**config.mk**
```make
export PLATFORM = sky130hd
export DESIGN_NAME = rdma_stack
export DESIGN_NICKNAME = d
export VERILOG_FILES = /design/src/hw/rdma_pkg.sv /design/src/hw/rdma_flow_ctrl.sv /design/src/hw/rdma_req_engine.sv /design/src/hw/rdma_stack.sv
export SDC_FILE = /design/constraint.sdc
export NUM_CORES = 1
export LEC_CHECK = 0
export BUFFER_PORTS_ARGS = -buffer_cell sky130_fd_sc_hd__buf_2
export CAP_MARGIN = 40
export CORE_AREA = 2 2 142 144
export DETAILED_ROUTE_END_ITERATION = 16
export DIE_AREA = 0 0 144 146
export PLACE_DENSITY = 0.75
export SLEW_MARGIN = 0
export SYNTH_ARGS = -nofsm -noshare
export SYNTH_HDL_FRONTEND = slang
export SYNTH_SLANG_ARGS = --single-unit
```
**constraint.sdc**
```tcl
create_clock -name nclk -period 10.3 [get_ports nclk]
set_input_delay 2.06 -clock nclk [delete_from_list [all_inputs] [get_ports nclk]]
set_output_delay 2.06 -clock nclk [all_outputs]
set_load 0.02 [all_outputs]
```
**src/hw/rdma_pkg.sv**
```systemverilog
// ~~~~~~~~~~~~~~~~~~~~~~~~~~~~~~~~~~~~~~~~~~~~~~~~~~~~~~~~~~~~~~~~~~~~
// Field widths follow the RoCE stack command layout, trimmed to the
// fields this front end uses. Only READ and WRITE opcodes are decoded.
// ~~~~~~~~~~~~~~~~~~~~~~~~~~~~~~~~~~~~~~~~~~~~~~~~~~~~~~~~~~~~~~~~~~~~
package rdma_pkg;

  // Widths that carry a meaning
  typedef logic [4:0]  opcode_t;
  typedef logic [9:0]  qpn_t;
  typedef logic [47:0] vaddr_t;
  typedef logic [27:0] len_t;
  typedef logic [5:0]  pid_t;
  typedef logic [23:0] msn_t;
  typedef logic [31:0] cnt_t;

  // Send-queue opcodes
  localparam opcode_t RDMA_OP_READ  = 5'd0;
  localparam opcode_t RDMA_OP_WRITE = 5'd1;

  // User command on the send queue
  typedef struct packed {
    opcode_t opcode;
    qpn_t    qpn;
    logic    host;
    vaddr_t  vaddr;
    len_t    len;
    pid_t    pid;
  } sq_req_t;

  // Local memory command, same layout for read and write channels
  typedef struct packed {
    vaddr_t vaddr;
    len_t   len;
    logic   host;
    pid_t   pid;
  } mem_req_t;

  // ACK metadata from the network side
  typedef struct packed {
    logic is_nak;
    pid_t pid;
    msn_t msn;
  } ack_t;

endpackage

```
**src/hw/rdma_flow_ctrl.sv**
```systemverilog
// ~~~~~~~~~~~~~~~~~~~~~~~~~~~~~~~~~~~~~~~~~~~~~~~~~~~~~~~~~~~~~~~~~~~~
// Credit gate for the send queue, max_outstanding from 1 to 255.
// ACKs must arrive in msn order; anything else is counted and dropped.
// ~~~~~~~~~~~~~~~~~~~~~~~~~~~~~~~~~~~~~~~~~~~~~~~~~~~~~~~~~~~~~~~~~~~~
module rdma_flow_ctrl #(
  parameter int unsigned max_outstanding = 4
) (
  input  logic             nclk,
  input  logic             nresetn,

  // User side of the send queue
  input  logic             sq_valid,
  output logic             sq_ready,

  // Toward the request engine
  output logic             eng_valid,
  input  logic             eng_ready,

  // ACK strobe, always accepted
  input  logic             ack_valid,
  input  rdma_pkg::ack_t   ack_data,

  // Debug counters
  output rdma_pkg::cnt_t   nak_count,
  output logic             nak_count_valid,
  output rdma_pkg::cnt_t   psn_drop_count,
  output logic             psn_drop_count_valid
);

  // Credit limit, 8 bits cover the full parameter range
  localparam logic [7:0] credit_max = 8'(max_outstanding);

  logic [7:0]       credits_q;
  logic [7:0]       credits_d;
  rdma_pkg::msn_t   exp_msn_q;
  logic             has_credit;
  logic             sq_fire;
  logic             ack_accept;
  logic             ack_drop;

  // Room for one more command
  assign has_credit = credits_q < credit_max;

  // Both directions masked while credits are exhausted
  assign eng_valid = sq_valid & has_credit;
  assign sq_ready  = eng_ready & has_credit;
  assign sq_fire   = sq_valid & sq_ready;

  // In-order check, only meaningful with credits in flight
  assign ack_accept = ack_valid && (credits_q != 8'd0) && (ack_data.msn == exp_msn_q);
  assign ack_drop   = ack_valid && !ack_accept;

  // Handshake and ACK may land in the same cycle
  always_comb begin
    credits_d = credits_q;
    if (sq_fire) begin
      credits_d = credits_d + 8'd1;
    end
    if (ack_accept) begin
      credits_d = credits_d - 8'd1;
    end
  end

  always_ff @(posedge nclk) begin
    if (!nresetn) begin
      credits_q <= 8'd0;
      exp_msn_q <= '0;
    end else begin
      credits_q <= credits_d;
      // Wraps modulo 2^24 by width
      if (ack_accept) begin
        exp_msn_q <= exp_msn_q + rdma_pkg::msn_t'(1);
      end
    end
  end

  // Counters plus pulse one cycle behind the increment
  always_ff @(posedge nclk) begin
    if (!nresetn) begin
      nak_count            <= '0;
      nak_count_valid      <= 1'b0;
      psn_drop_count       <= '0;
      psn_drop_count_valid <= 1'b0;
    end else begin
      nak_count_valid      <= ack_accept & ack_data.is_nak;
      psn_drop_count_valid <= ack_drop;
      // NAK still returns its credit above
      if (ack_accept && ack_data.is_nak) begin
        nak_count <= nak_count + rdma_pkg::cnt_t'(1);
      end
      if (ack_drop) begin
        psn_drop_count <= psn_drop_count + rdma_pkg::cnt_t'(1);
      end
    end
  end

endmodule

```
**src/hw/rdma_req_engine.sv**
```systemverilog
// ~~~~~~~~~~~~~~~~~~~~~~~~~~~~~~~~~~~~~~~~~~~~~~~~~~~~~~~~~~~~~~~~~~~~
// Single-entry request engine, one command in flight at a time.
// Opcodes other than READ and WRITE are consumed with no request.
// ~~~~~~~~~~~~~~~~~~~~~~~~~~~~~~~~~~~~~~~~~~~~~~~~~~~~~~~~~~~~~~~~~~~~
module rdma_req_engine (
  input  logic                nclk,
  input  logic                nresetn,

  // Command in, already credit gated
  input  logic                eng_valid,
  output logic                eng_ready,
  input  rdma_pkg::sq_req_t   sq_data,

  // Memory read commands, fetch payload for a WRITE
  output logic                rd_req_valid,
  input  logic                rd_req_ready,
  output rdma_pkg::mem_req_t  rd_req_data,

  // Memory write commands, place data for a READ
  output logic                wr_req_valid,
  input  logic                wr_req_ready,
  output rdma_pkg::mem_req_t  wr_req_data
);

  typedef enum logic [1:0] {
    idle,
    issue_rd,
    issue_wr
  } state_t;

  state_t              state_q;
  rdma_pkg::mem_req_t  req_q;
  logic                cmd_fire;

  // Takes a command only with nothing pending
  assign eng_ready = (state_q == idle);
  assign cmd_fire  = eng_valid & eng_ready;

  // Payload register, loaded on every accepted command
  always_ff @(posedge nclk) begin
    if (cmd_fire) begin
      req_q.vaddr <= sq_data.vaddr;
      req_q.len   <= sq_data.len;
      req_q.host  <= sq_data.host;
      req_q.pid   <= sq_data.pid;
    end
  end

  always_ff @(posedge nclk) begin
    if (!nresetn) begin
      state_q <= idle;
    end else begin
      case (state_q)
        idle: begin
          if (cmd_fire) begin
            // WRITE reads local memory, READ writes it
            if (sq_data.opcode == rdma_pkg::RDMA_OP_WRITE) begin
              state_q <= issue_rd;
            end else if (sq_data.opcode == rdma_pkg::RDMA_OP_READ) begin
              state_q <= issue_wr;
            end
            // Unknown opcode dropped, stay idle
          end
        end
        issue_rd: begin
          if (rd_req_ready) begin
            state_q <= idle;
          end
        end
        issue_wr: begin
          if (wr_req_ready) begin
            state_q <= idle;
          end
        end
        default: state_q <= idle;
      endcase
    end
  end

  // Valid straight from state, data held in req_q until taken
  assign rd_req_valid = (state_q == issue_rd);
  assign wr_req_valid = (state_q == issue_wr);
  assign rd_req_data  = req_q;
  assign wr_req_data  = req_q;

endmodule

```
**src/hw/rdma_stack.sv**
```systemverilog
// ~~~~~~~~~~~~~~~~~~~~~~~~~~~~~~~~~~~~~~~~~~~~~~~~~~~~~~~~~~~~~~~~~~~~
// Send-queue front end, no packet path or QP setup behind it.
// ACKs have no ready, every strobe is consumed.
// ~~~~~~~~~~~~~~~~~~~~~~~~~~~~~~~~~~~~~~~~~~~~~~~~~~~~~~~~~~~~~~~~~~~~
module rdma_stack #(
  parameter int unsigned max_outstanding = 4
) (
  input  logic                nclk,
  input  logic                nresetn,

  // User send queue
  input  logic                sq_valid,
  output logic                sq_ready,
  input  rdma_pkg::sq_req_t   sq_data,

  // Memory read commands
  output logic                rd_req_valid,
  input  logic                rd_req_ready,
  output rdma_pkg::mem_req_t  rd_req_data,

  // Memory write commands
  output logic                wr_req_valid,
  input  logic                wr_req_ready,
  output rdma_pkg::mem_req_t  wr_req_data,

  // Returned ACK metadata
  input  logic                ack_valid,
  input  rdma_pkg::ack_t      ack_data,

  // Debug
  output rdma_pkg::cnt_t      nak_count,
  output logic                nak_count_valid,
  output rdma_pkg::cnt_t      psn_drop_count,
  output logic                psn_drop_count_valid
);

  // Gated command handshake between the two blocks
  logic eng_valid;
  logic eng_ready;

  rdma_flow_ctrl #(
    .max_outstanding (max_outstanding)
  ) flow_ctrl_i (
    .nclk                 (nclk),
    .nresetn              (nresetn),
    .sq_valid             (sq_valid),
    .sq_ready             (sq_ready),
    .eng_valid            (eng_valid),
    .eng_ready            (eng_ready),
    .ack_valid            (ack_valid),
    .ack_data             (ack_data),
    .nak_count            (nak_count),
    .nak_count_valid      (nak_count_valid),
    .psn_drop_count       (psn_drop_count),
    .psn_drop_count_valid (psn_drop_count_valid)
  );

  // Command data goes straight in, only valid/ready are gated
  rdma_req_engine req_engine_i (
    .nclk         (nclk),
    .nresetn      (nresetn),
    .eng_valid    (eng_valid),
    .eng_ready    (eng_ready),
    .sq_data      (sq_data),
    .rd_req_valid (rd_req_valid),
    .rd_req_ready (rd_req_ready),
    .rd_req_data  (rd_req_data),
    .wr_req_valid (wr_req_valid),
    .wr_req_ready (wr_req_ready),
    .wr_req_data  (wr_req_data)
  );

endmodule

```
==> results.cfg, run 1 <==
[outcome]
status = finished clean

[layout]
mostFrequentLayoutCells = buf_2, dfxtp_1, edfxtp_1, nand2_1, a21oi_1
fin_nets = 1225
syn_to_final_growth_pct = 23.9
layout_commonest_cell = buf_2
drive_gt1_share_pct = 36.8

[synthesis]
ys_top_cells_by_area = edfxtp_1, dfxtp_1, buf_4
synth_edf_count = 83
syn_inst = 824
synth_top_cell_area_share_pct = 29.3
synthArstFlopShare_pct = 0
synth.largest_area_cell = edfxtp_1
ys_warn_count = 0
ys_seq_elements = 183
seq_area_frac_synth_pct = 52.8
ys_types = 43
postSynthAreaPerCell_um2 = 10.3
syn_area_um2 = 8510
syn_nets = 965
ys.flop_type = dfxtp_1

[global_route]
grt_remaining_overflow = 0
antenna_found_initial = 3
grt_pass1_wl_um = 39000
grt_usage_pct = 24.1
first_global_vias = 6857
grt_max_degree = 70

[sta]
layout_min_cycle_time_ns = 4.70
timing_hold_violations_final = 0
rsz0062_at_grt = no
slew_headroom_pct = 46.4
tns_ns = 0
finalSetupViolCount = 0
slew_viol_final = 0
timing.fmax_mhz = 213
min_period_over_period_pct = 45.6
finClkSkew_ns = 0.00947
tightest_slew_ns = 0.798

[pwr]
ir_worst_vdd_uv = 111
finalPower_uw = 1650
p_leak_uw = 0.00431
power_density_nw_per_um2 = 156

[routing]
vias = 7422
postRouteAntennaNets = 0
viasPerCell = 5.44
drt_iter0_drc = 446
wl_per_cell_um = 19.2
dr.pass1.iters = 5
drc = 0
drt-total-wl_um = 26200

[place]
port_buffers = 353
gp_congestion = 0.882
hpwl_um = 20100

[setup_path]
max_stage_delay_ns = 0.81
critPathSlowestCell = nand4_1
rr_endpoint = flow_ctrl_i.nak_count[31]$_SDFFE_PN0P_
endpoint_kind = register
reg2reg_slack_ns = 6.98
ff2ff_path_depth = 6
cp_cell_sequence = buf_2 > xnor2_1 > nand4_1 > nor4_2 > nand4_1 > or4_1 > a21oi_1
path_common_cell = nand4_1
required_ns = 10.65
cp-start-kind = primary input
r2r_start = flow_ctrl_i.exp_msn_q[22]$_SDFFE_PN0P_
cp_max_fo = 22
startpoint = ack_data[22]
crit_arrival_ns = 5.05
criticalPathCategory = primary input to register

[hold_path]
hold_class = register to register
worstHoldPathCells = 2
min_from = flow_ctrl_i.psn_drop_count[23]$_SDFFE_PN0P_
whs_endpoint = flow_ctrl_i.psn_drop_count[23]$_SDFFE_PN0P_

[clocking]
ctsLongestPathBuffers = 2
cts_resized = 0
worstSkewPairLatency_ns = 0.42
cts_tree = done
cts_setup_buffers = 0
cts-root-buf = clkbuf_16
ctsHoldBuffers = 0
cts_buffers = 17
clk_pin_slew_worst_paths_ns = 0.07
cts.sinks = 183
htreeDepth = 4

[floorplan]
rows = 51
die_x_um = 144
die_h_um = 146
dieArea_um2 = 21000
initial_utilization_pct = 44.0
ios = 370
coreArea_um2 = 19300

[job]
maxCapViolCount = 0
[cell type report]
| cell class | count | area (um^2) |
|---|---|---|
| clock inverters | 10 | 143 |
| fillers | 1737 | 8790 |
| clock buffers | 22 | 467 |
| flip-flops and latches | 183 | 4490 |
| repair buffers | 360 | 1840 |
| multi-input cells | 508 | 3210 |
| well taps | 265 | 332 |
| inverters | 14 | 52.6 |
| diodes | 2 | 5.00 |
[synthesized netlist by cell type (3+ instances only)]
library cell    n
nand3_1        34
o21a_1          4
xor2_1          5
or2_2           3
mux2i_1        18
xnor2_1        32
edfxtp_1       83
nand2_1        68
o41ai_1        12
buf_2           3
nor2_1         24
nor3_1         13
nor2b_1         3
buf_4          83
or4_1          25
o31ai_1        23
inv_1          14
and4_1         10
nand2b_1       26
or3_1          23
nor4_1         11
o21ai_0        23
o311ai_0       12
nand4_1        43
dfxtp_1       100
a21oi_1        52
clkbuf_1       31
and2_1          9
and3_1         12
ha_1            6
[metal layers]
metal	part of all wire [%]	global-route usage [%]	wire (um)
met1	39	29.4	10400
met2	49	40.7	12900
met3	8.8	7.34	2310
met4	2.6	7.35	678
met5	0.050	0	13
[cell families after synthesis]
family	share of synthesized area, %
compound gates	10.1
simple gates	20.7
mux	2.12
buf+inv	9.59
xor+xnor	3.81
flops	52.8
fa+ha+maj	0.882
[state kept, by name (all words and copies together), names as in the netlist]
signal	flops
flow_ctrl_i.exp_msn_q	24
req_engine_i.rd_req_data	83
flow_ctrl_i.psn_drop_count	32
flow_ctrl_i.psn_drop_count_valid	1
flow_ctrl_i.nak_count_valid	1
flow_ctrl_i.credits_q	8
req_engine_i.state_q	2
flow_ctrl_i.nak_count	32
[power breakdown]
group          total, uW  internal, uW  switching [uW]
sequential           802           786            16.8
clock                677           399             278
combinational        169          56.1             112
[through the flow]
stage	hold slack, ns	worst slack, ns	util [%]	cells	instance area (um^2)
6_report	0.491	5.60	54.5	1364	10500
5_1_grt	0.516	5.32	54.5	1364	10500
4_1_cts	0.493	5.65	54.5	1362	10500
3_5_place_dp	0.484	5.22	51.4	1330	9930
3_3_place_gp	0.460	5.24	51.2	1329	9900
2_1_floorplan	0.464	4.58	-	824	8510
[worst max-delay path: cells and delay by family]
kind	cells	cell delay, ns
simple gates	4	2.49
xor+xnor	1	0.22
compound gates	1	0.16
buf+inv	1	0.11
[worst max-delay path by stage]
stage | end | slack, ns
after floorplan | flow_ctrl_i.credits_q[4]$_SDFF_PN0_ | 4.58
after global placement | flow_ctrl_i.nak_count[22]$_SDFFE_PN0P_ | 5.24
after detailed placement | flow_ctrl_i.nak_count[31]$_SDFFE_PN0P_ | 5.22
after CTS | flow_ctrl_i.nak_count[31]$_SDFFE_PN0P_ | 5.65
after global routing | flow_ctrl_i.nak_count[31]$_SDFFE_PN0P_ | 5.32
final | flow_ctrl_i.nak_count[31]$_SDFFE_PN0P_ | 5.60
(Power assumes the default switching activity.)
==> run 2, diff against run 1 <==
--- a/config.mk
+++ b/config.mk
@@ -7,10 +7,10 @@
 export LEC_CHECK = 0
 export BUFFER_PORTS_ARGS = -buffer_cell sky130_fd_sc_hd__buf_2
 export CAP_MARGIN = 40
-export CORE_AREA = 2 2 142 144
+export CORE_AREA = 2 2 145 147
 export DETAILED_ROUTE_END_ITERATION = 16
-export DIE_AREA = 0 0 144 146
-export PLACE_DENSITY = 0.75
+export DIE_AREA = 0 0 147 149
+export PLACE_DENSITY = 0.72
 export SLEW_MARGIN = 0
 export SYNTH_ARGS = -nofsm -noshare
 export SYNTH_HDL_FRONTEND = slang
==> constraint.sdc (replaced) <==
create_clock -name nclk -period 4.75 [get_ports nclk]
set_input_delay 0.95 -clock nclk [delete_from_list [all_inputs] [get_ports nclk]]
set_output_delay 0.95 -clock nclk [all_outputs]
set_load 0.02 [all_outputs]
==> run 2 against run 1 <==
Net effect: sequential share of layout area is essentially flat; die area up 4.2%; combinational power grew 110%; global-route usage fell by 1.8 points; worst setup slack got worse by 3.9 ns; flip-flop and latch count unchanged; non-clock buffer count up 2; hold slack lost 0.0043 ns; core utilization down 3.2 points; power up 110%; clock skew up 0.00099 ns; critical path type unchanged; critical endpoint is now flow_ctrl_i.nak_count[24]$_SDFFE_PN0P_; highest routed layer is now met4.
==> results.cfg, run 2 (synthesis results as in run 1) <==
[outcome]
status = finished clean

[place]
hpwl_um = 19600
dpl_cell_area_um2 = 9950
gp_congestion = 0.841
port_buffers = 353

[sta]
layout_min_cycle_time_ns = 3.08
timing.fmax_mhz = 324
slew_viol_final = 0
min_period_over_period_pct = 64.9
finClkSkew_ns = 0.0105
timing_hold_violations_final = 0
finalSetupViolCount = 0
tightest_slew_ns = 0.770
tns_ns = 0
slew_headroom_pct = 48.5
rsz0062_at_grt = no

[pwr]
swShare_pct = 26.1
power_density_nw_per_um2 = 336
combPwrFrac_pct = 10.2
p_int_uw = 2620
share_seq_of_total_power_pct = 49.1
clkPwrFrac_pct = 40.8
p_leak_uw = 0.00430
ir_worst_vdd_uv = 238
p_sw_uw = 925

[layout]
n_fill_cell = 1891
fin_nets = 1227
syn_to_final_growth_pct = 24.0
stdcell_area_um2 = 10500
drive_gt1_share_pct = 36.9
layout_commonest_cell = buf_2
num_antenna_cells = 0
multi_input_area_um2 = 3210
largest_reg_flops = 83
mostFrequentLayoutCells = buf_2, dfxtp_1, edfxtp_1, nand2_1, a21oi_1
regArea_um2 = 4490

[clocking]
worstSkewPairLatency_ns = 0.43
clk_pin_slew_worst_paths_ns = 0.07
cts_resized = 0
cts_tree = done
cts_setup_buffers = 0
htreeDepth = 4
cts-root-buf = clkbuf_16
cts.sinks = 183
ctsHoldBuffers = 0
ctsLongestPathBuffers = 2
cts_buffers = 17

[floorplan]
ios = 370
coreArea_um2 = 20600
die_x_um = 147
dieArea_um2 = 21900
rows = 53
initial_utilization_pct = 41.4
die_h_um = 149

[routing]
viasPerCell = 5.28
dr.pass1.iters = 7
drc = 0
drt-total-wl_um = 25300
wl_per_cell_um = 18.4
postRouteAntennaNets = 0
drt_iter0_drc = 406
vias = 7251

[global_route]
antenna_found_initial = 0
grt_usage_pct = 22.3
grt_max_degree = 67
first_global_vias = 6687
grt_remaining_overflow = 0
grt_pass1_wl_um = 37800

[setup_path]
cp-start-kind = primary input
criticalPathCategory = primary input to register
required_ns = 5.10
crit_arrival_ns = 3.43
endpoint_kind = register
cp_max_fo = 22

[job]
maxCapViolCount = 0

[hold_path]
hold_class = register to register
-- run 2: layout make-up --
class	count	share of cell area, %
Clock buffer	18	4.07
Clock inverter	14	1.58
Inverter	14	0.498
Multi-Input combinational cell	508	30.5
Sequential cell	183	42.6
Tap cell	275	3.26
Timing Repair Buffer	362	17.5
-- run 2: layer usage --
metal,part of all wire (%),up-vias,track usage (%)
li1,-,3513,-
met2,51,259,38.9
met1,41,3456,28.1
met3,6.6,23,5.75
met4,1.4,0,4.95
met5,0,-,0
-- run 2: final timing paths --
path	slack, ns	start	endpoint	cells after the start
max reg2reg	1.87	flow_ctrl_i.exp_msn_q[9]$_SDFFE_PN0P_	flow_ctrl_i.nak_count[15]$_SDFFE_PN0P_	6
min reg2reg	0.49	flow_ctrl_i.psn_drop_count[31]$_SDFFE_PN0P_	flow_ctrl_i.psn_drop_count[31]$_SDFFE_PN0P_	2
min	0.49	flow_ctrl_i.psn_drop_count[31]$_SDFFE_PN0P_	flow_ctrl_i.psn_drop_count[31]$_SDFFE_PN0P_	2
max	1.67	ack_data[22]	flow_ctrl_i.nak_count[24]$_SDFFE_PN0P_	8
-- run 2: power groups by stage --
stage	Sequential, uW	Clock [uW]	Combinational, uW
floorplan	1820	0	190
global placement	1770	0	356
detailed placement	1770	0	363
CTS	1740	1470	363
global route	1740	1540	385
finish	1740	1440	360
-- run 2: worst max-delay path, cell delays in order --
cell     delay [ns]
buf_2          0.11
xnor2_1        0.22
nand4_1        0.18
nor4_2         0.29
buf_4          0.20
nand4_1        0.61
or4_1          0.73
a21oi_1        0.15
-- run 2: per-stage QoR --
| stage | utilization, % | total power, uW | setup WS, ns | hold slack, ns | std cells |
|---|---|---|---|---|---|
| CTS | 51.3 | 3570 | 1.68 | 0.482 | 1374 |
| floorplan | - | 2010 | 0.141 | 0.464 | 824 |
| global route | 51.3 | 3660 | 1.43 | 0.513 | 1374 |
| finish | 51.3 | 3540 | 1.67 | 0.486 | 1374 |
| global placement | 48.3 | 2130 | 1.25 | 0.459 | 1341 |
| detailed placement | 48.4 | 2140 | 1.24 | 0.472 | 1342 |
==> run 3, diff against run 2 <==
--- a/config.mk
+++ b/config.mk
@@ -7,10 +7,9 @@
 export LEC_CHECK = 0
 export BUFFER_PORTS_ARGS = -buffer_cell sky130_fd_sc_hd__buf_2
 export CAP_MARGIN = 40
-export CORE_AREA = 2 2 145 147
+export CORE_UTILIZATION = 43
 export DETAILED_ROUTE_END_ITERATION = 16
-export DIE_AREA = 0 0 147 149
-export PLACE_DENSITY = 0.72
+export PLACE_DENSITY = 0.76
 export SLEW_MARGIN = 0
 export SYNTH_ARGS = -nofsm -noshare
 export SYNTH_HDL_FRONTEND = slang
==> constraint.sdc (replaced) <==
create_clock -name nclk -period 2.6 [get_ports nclk]
set_input_delay 0.52 -clock nclk [delete_from_list [all_inputs] [get_ports nclk]]
set_output_delay 0.52 -clock nclk [all_outputs]
set_load 0.02 [all_outputs]
==> run 3 against run 2 <==
Net effect: global-route usage increased by 2.9 points; clock skew is 0.0019 ns lower; via count rose by 4.9%; highest routed layer unchanged; clock power up 88%; critical path depth down 2; first-iteration DRC count increased by 39%; largest power group unchanged.
==> results.cfg, run 3 (synthesis results as in run 1) <==
[layout]
regArea_um2 = 4500
syn_to_final_growth_pct = 28.7
fin_nets = 1262
stdcell_area_um2 = 10900
largest_reg_flops = 83
num_antenna_cells = 0
n_fill_cell = 1750
mostFrequentLayoutCells = buf_2, dfxtp_1, edfxtp_1, nand2_1, a21oi_1
layout_commonest_cell = buf_2
multi_input_area_um2 = 3290
drive_gt1_share_pct = 39.9

[routing]
drc = 0
drt-total-wl_um = 26500
vias = 7609
dr.pass1.iters = 5
wl_per_cell_um = 19.0
drt_iter0_drc = 566
viasPerCell = 5.44
postRouteAntennaNets = 0

[pwr]
p_int_uw = 4910
ir_worst_vdd_uv = 443
share_seq_of_total_power_pct = 48.4
swShare_pct = 25.3
p_sw_uw = 1660
clkPwrFrac_pct = 41.1
combPwrFrac_pct = 10.5
power_density_nw_per_um2 = 600
p_leak_uw = 0.00456

[sta]
min_period_over_period_pct = 96.1
worst_slack_ns = 0.103
timing.fmax_mhz = 400
tightest_slew_ns = 0.648
finClkSkew_ns = 0.00856
timing_hold_violations_final = 0
layout_min_cycle_time_ns = 2.50
slew_headroom_pct = 56.8
slew_viol_final = 0
rsz0062_at_grt = yes
finalSetupViolCount = 0
tns_ns = 0

[place]
gp_congestion = 0.910
dpl_cell_area_um2 = 10300
port_buffers = 353
place_ws_ns = -0.136
hpwl_um = 20300

[global_route]
busiest_layer = met2
use_met2_pct = 42.1
gr-usage-met1_pct = 31.4
grt_usage_pct = 25.2
grt_remaining_overflow = 0
grt_max_degree = 85
antenna_found_initial = 0
first_global_vias = 7014
grt_pass1_wl_um = 38700
gr-usage-met3_pct = 6.17

[clocking]
clk_pin_slew_worst_paths_ns = 0.07
cts_tree = done
worstSkewPairLatency_ns = 0.43
cts-root-buf = clkbuf_16
cts.sinks = 183
htreeDepth = 4
cts_buffers = 17
ctsLongestPathBuffers = 2

[setup_path]
endpoint_kind = register
critPathSlowestCell = or4_4
worstSetupPathDepth = 6
crit_arrival_ns = 2.86
reg2reg_slack_ns = 0.10
cp-start-kind = register
r2r_start = flow_ctrl_i.exp_msn_q[1]$_SDFFE_PN0P_
cp-endpoint = flow_ctrl_i.exp_msn_q[18]$_SDFFE_PN0P_
cp_max_fo = 16
cp_num_buf_inv = 0
required_ns = 2.96
max_stage_delay_ns = 0.55
ff2ff_path_depth = 6
startpoint = flow_ctrl_i.exp_msn_q[1]$_SDFFE_PN0P_
worst_path_dominant_cell_family = simple AND/OR/NAND/NOR gates
path_common_cell = or4_4
criticalPathCategory = register to register
cp_cell_sequence = xnor2_2 > nand4_1 > or4_4 > or4_4 > or4_1 > a21oi_1
rr_endpoint = flow_ctrl_i.exp_msn_q[18]$_SDFFE_PN0P_

[floorplan]
dieArea_um2 = 20400
coreArea_um2 = 19400
rows = 51
die_h_um = 143
die_x_um = 143
ios = 370
initial_utilization_pct = 43.9

[hold_path]
hold_class = primary input to register

[job]
maxCapViolCount = 0

[outcome]
status = finished clean
run 3: worst register-to-register path, delay by kind of cell, from the launching register on:
kind,cells,cell delay [ns]
simple gates,4,1.74
flops,1,0.36
xor+xnor,1,0.20
compound gates,1,0.15
run 3: metrics by stage:
stage	cells	power, uW	utilization, %	hold slack (ns)
after floorplan	824	3680	-	0.467
after detailed placement	1367	3930	53.1	0.472
final	1399	6570	56.4	0.264
after CTS	1399	6610	56.3	0.245
after global routing	1399	6760	56.4	0.236
after global placement	1367	3910	53.1	0.459
run 3: worst min-delay path by stage:
stage                                                 from                                          end  cells past startpoint
6_report                                       sq_data[50]       req_engine_i.rd_req_data[51]$_DFFE_PP_                      1
5_1_grt                                        sq_data[70]       req_engine_i.rd_req_data[71]$_DFFE_PP_                      1
4_1_cts                                        sq_data[55]       req_engine_i.rd_req_data[56]$_DFFE_PP_                      1
3_5_place_dp        flow_ctrl_i.nak_count[31]$_SDFFE_PN0P_       flow_ctrl_i.nak_count[31]$_SDFFE_PN0P_                      2
3_3_place_gp   flow_ctrl_i.psn_drop_count[31]$_SDFFE_PN0P_  flow_ctrl_i.psn_drop_count[31]$_SDFFE_PN0P_                      2
2_1_floorplan       flow_ctrl_i.exp_msn_q[15]$_SDFFE_PN0P_       flow_ctrl_i.exp_msn_q[15]$_SDFFE_PN0P_                      2
run 3: power groups by stage:
stage,sequential (uW),combinational [uW],clock [uW]
2_1_floorplan,3330,352,0
3_3_place_gp,3240,676,0
3_5_place_dp,3240,687,0
4_1_cts,3180,689,2750
5_1_grt,3190,734,2840
6_report,3180,690,2700
run 3: what timing repair did:
action	in CTS	in global routing
hold buffers	0	0
resized for setup	0	6
setup endpoints to repair	0	21
setup buffers	0	0
run 3: area by class of cell:
class	instances	share of cell area, %
Multi-Input combinational cell	508	30.0
Sequential cell	183	41.1
Tap cell	265	3.03
Timing Repair Buffer	397	19.7
Clock buffer	19	4.05
Clock inverter	13	1.55
Inverter	14	0.480
run 3: routing by layer:
metal	routed length, um	up-vias
met5	0	-
met4	807	0
met3	1910	45
met2	12900	329
met1	10900	3659
li1	-	3576
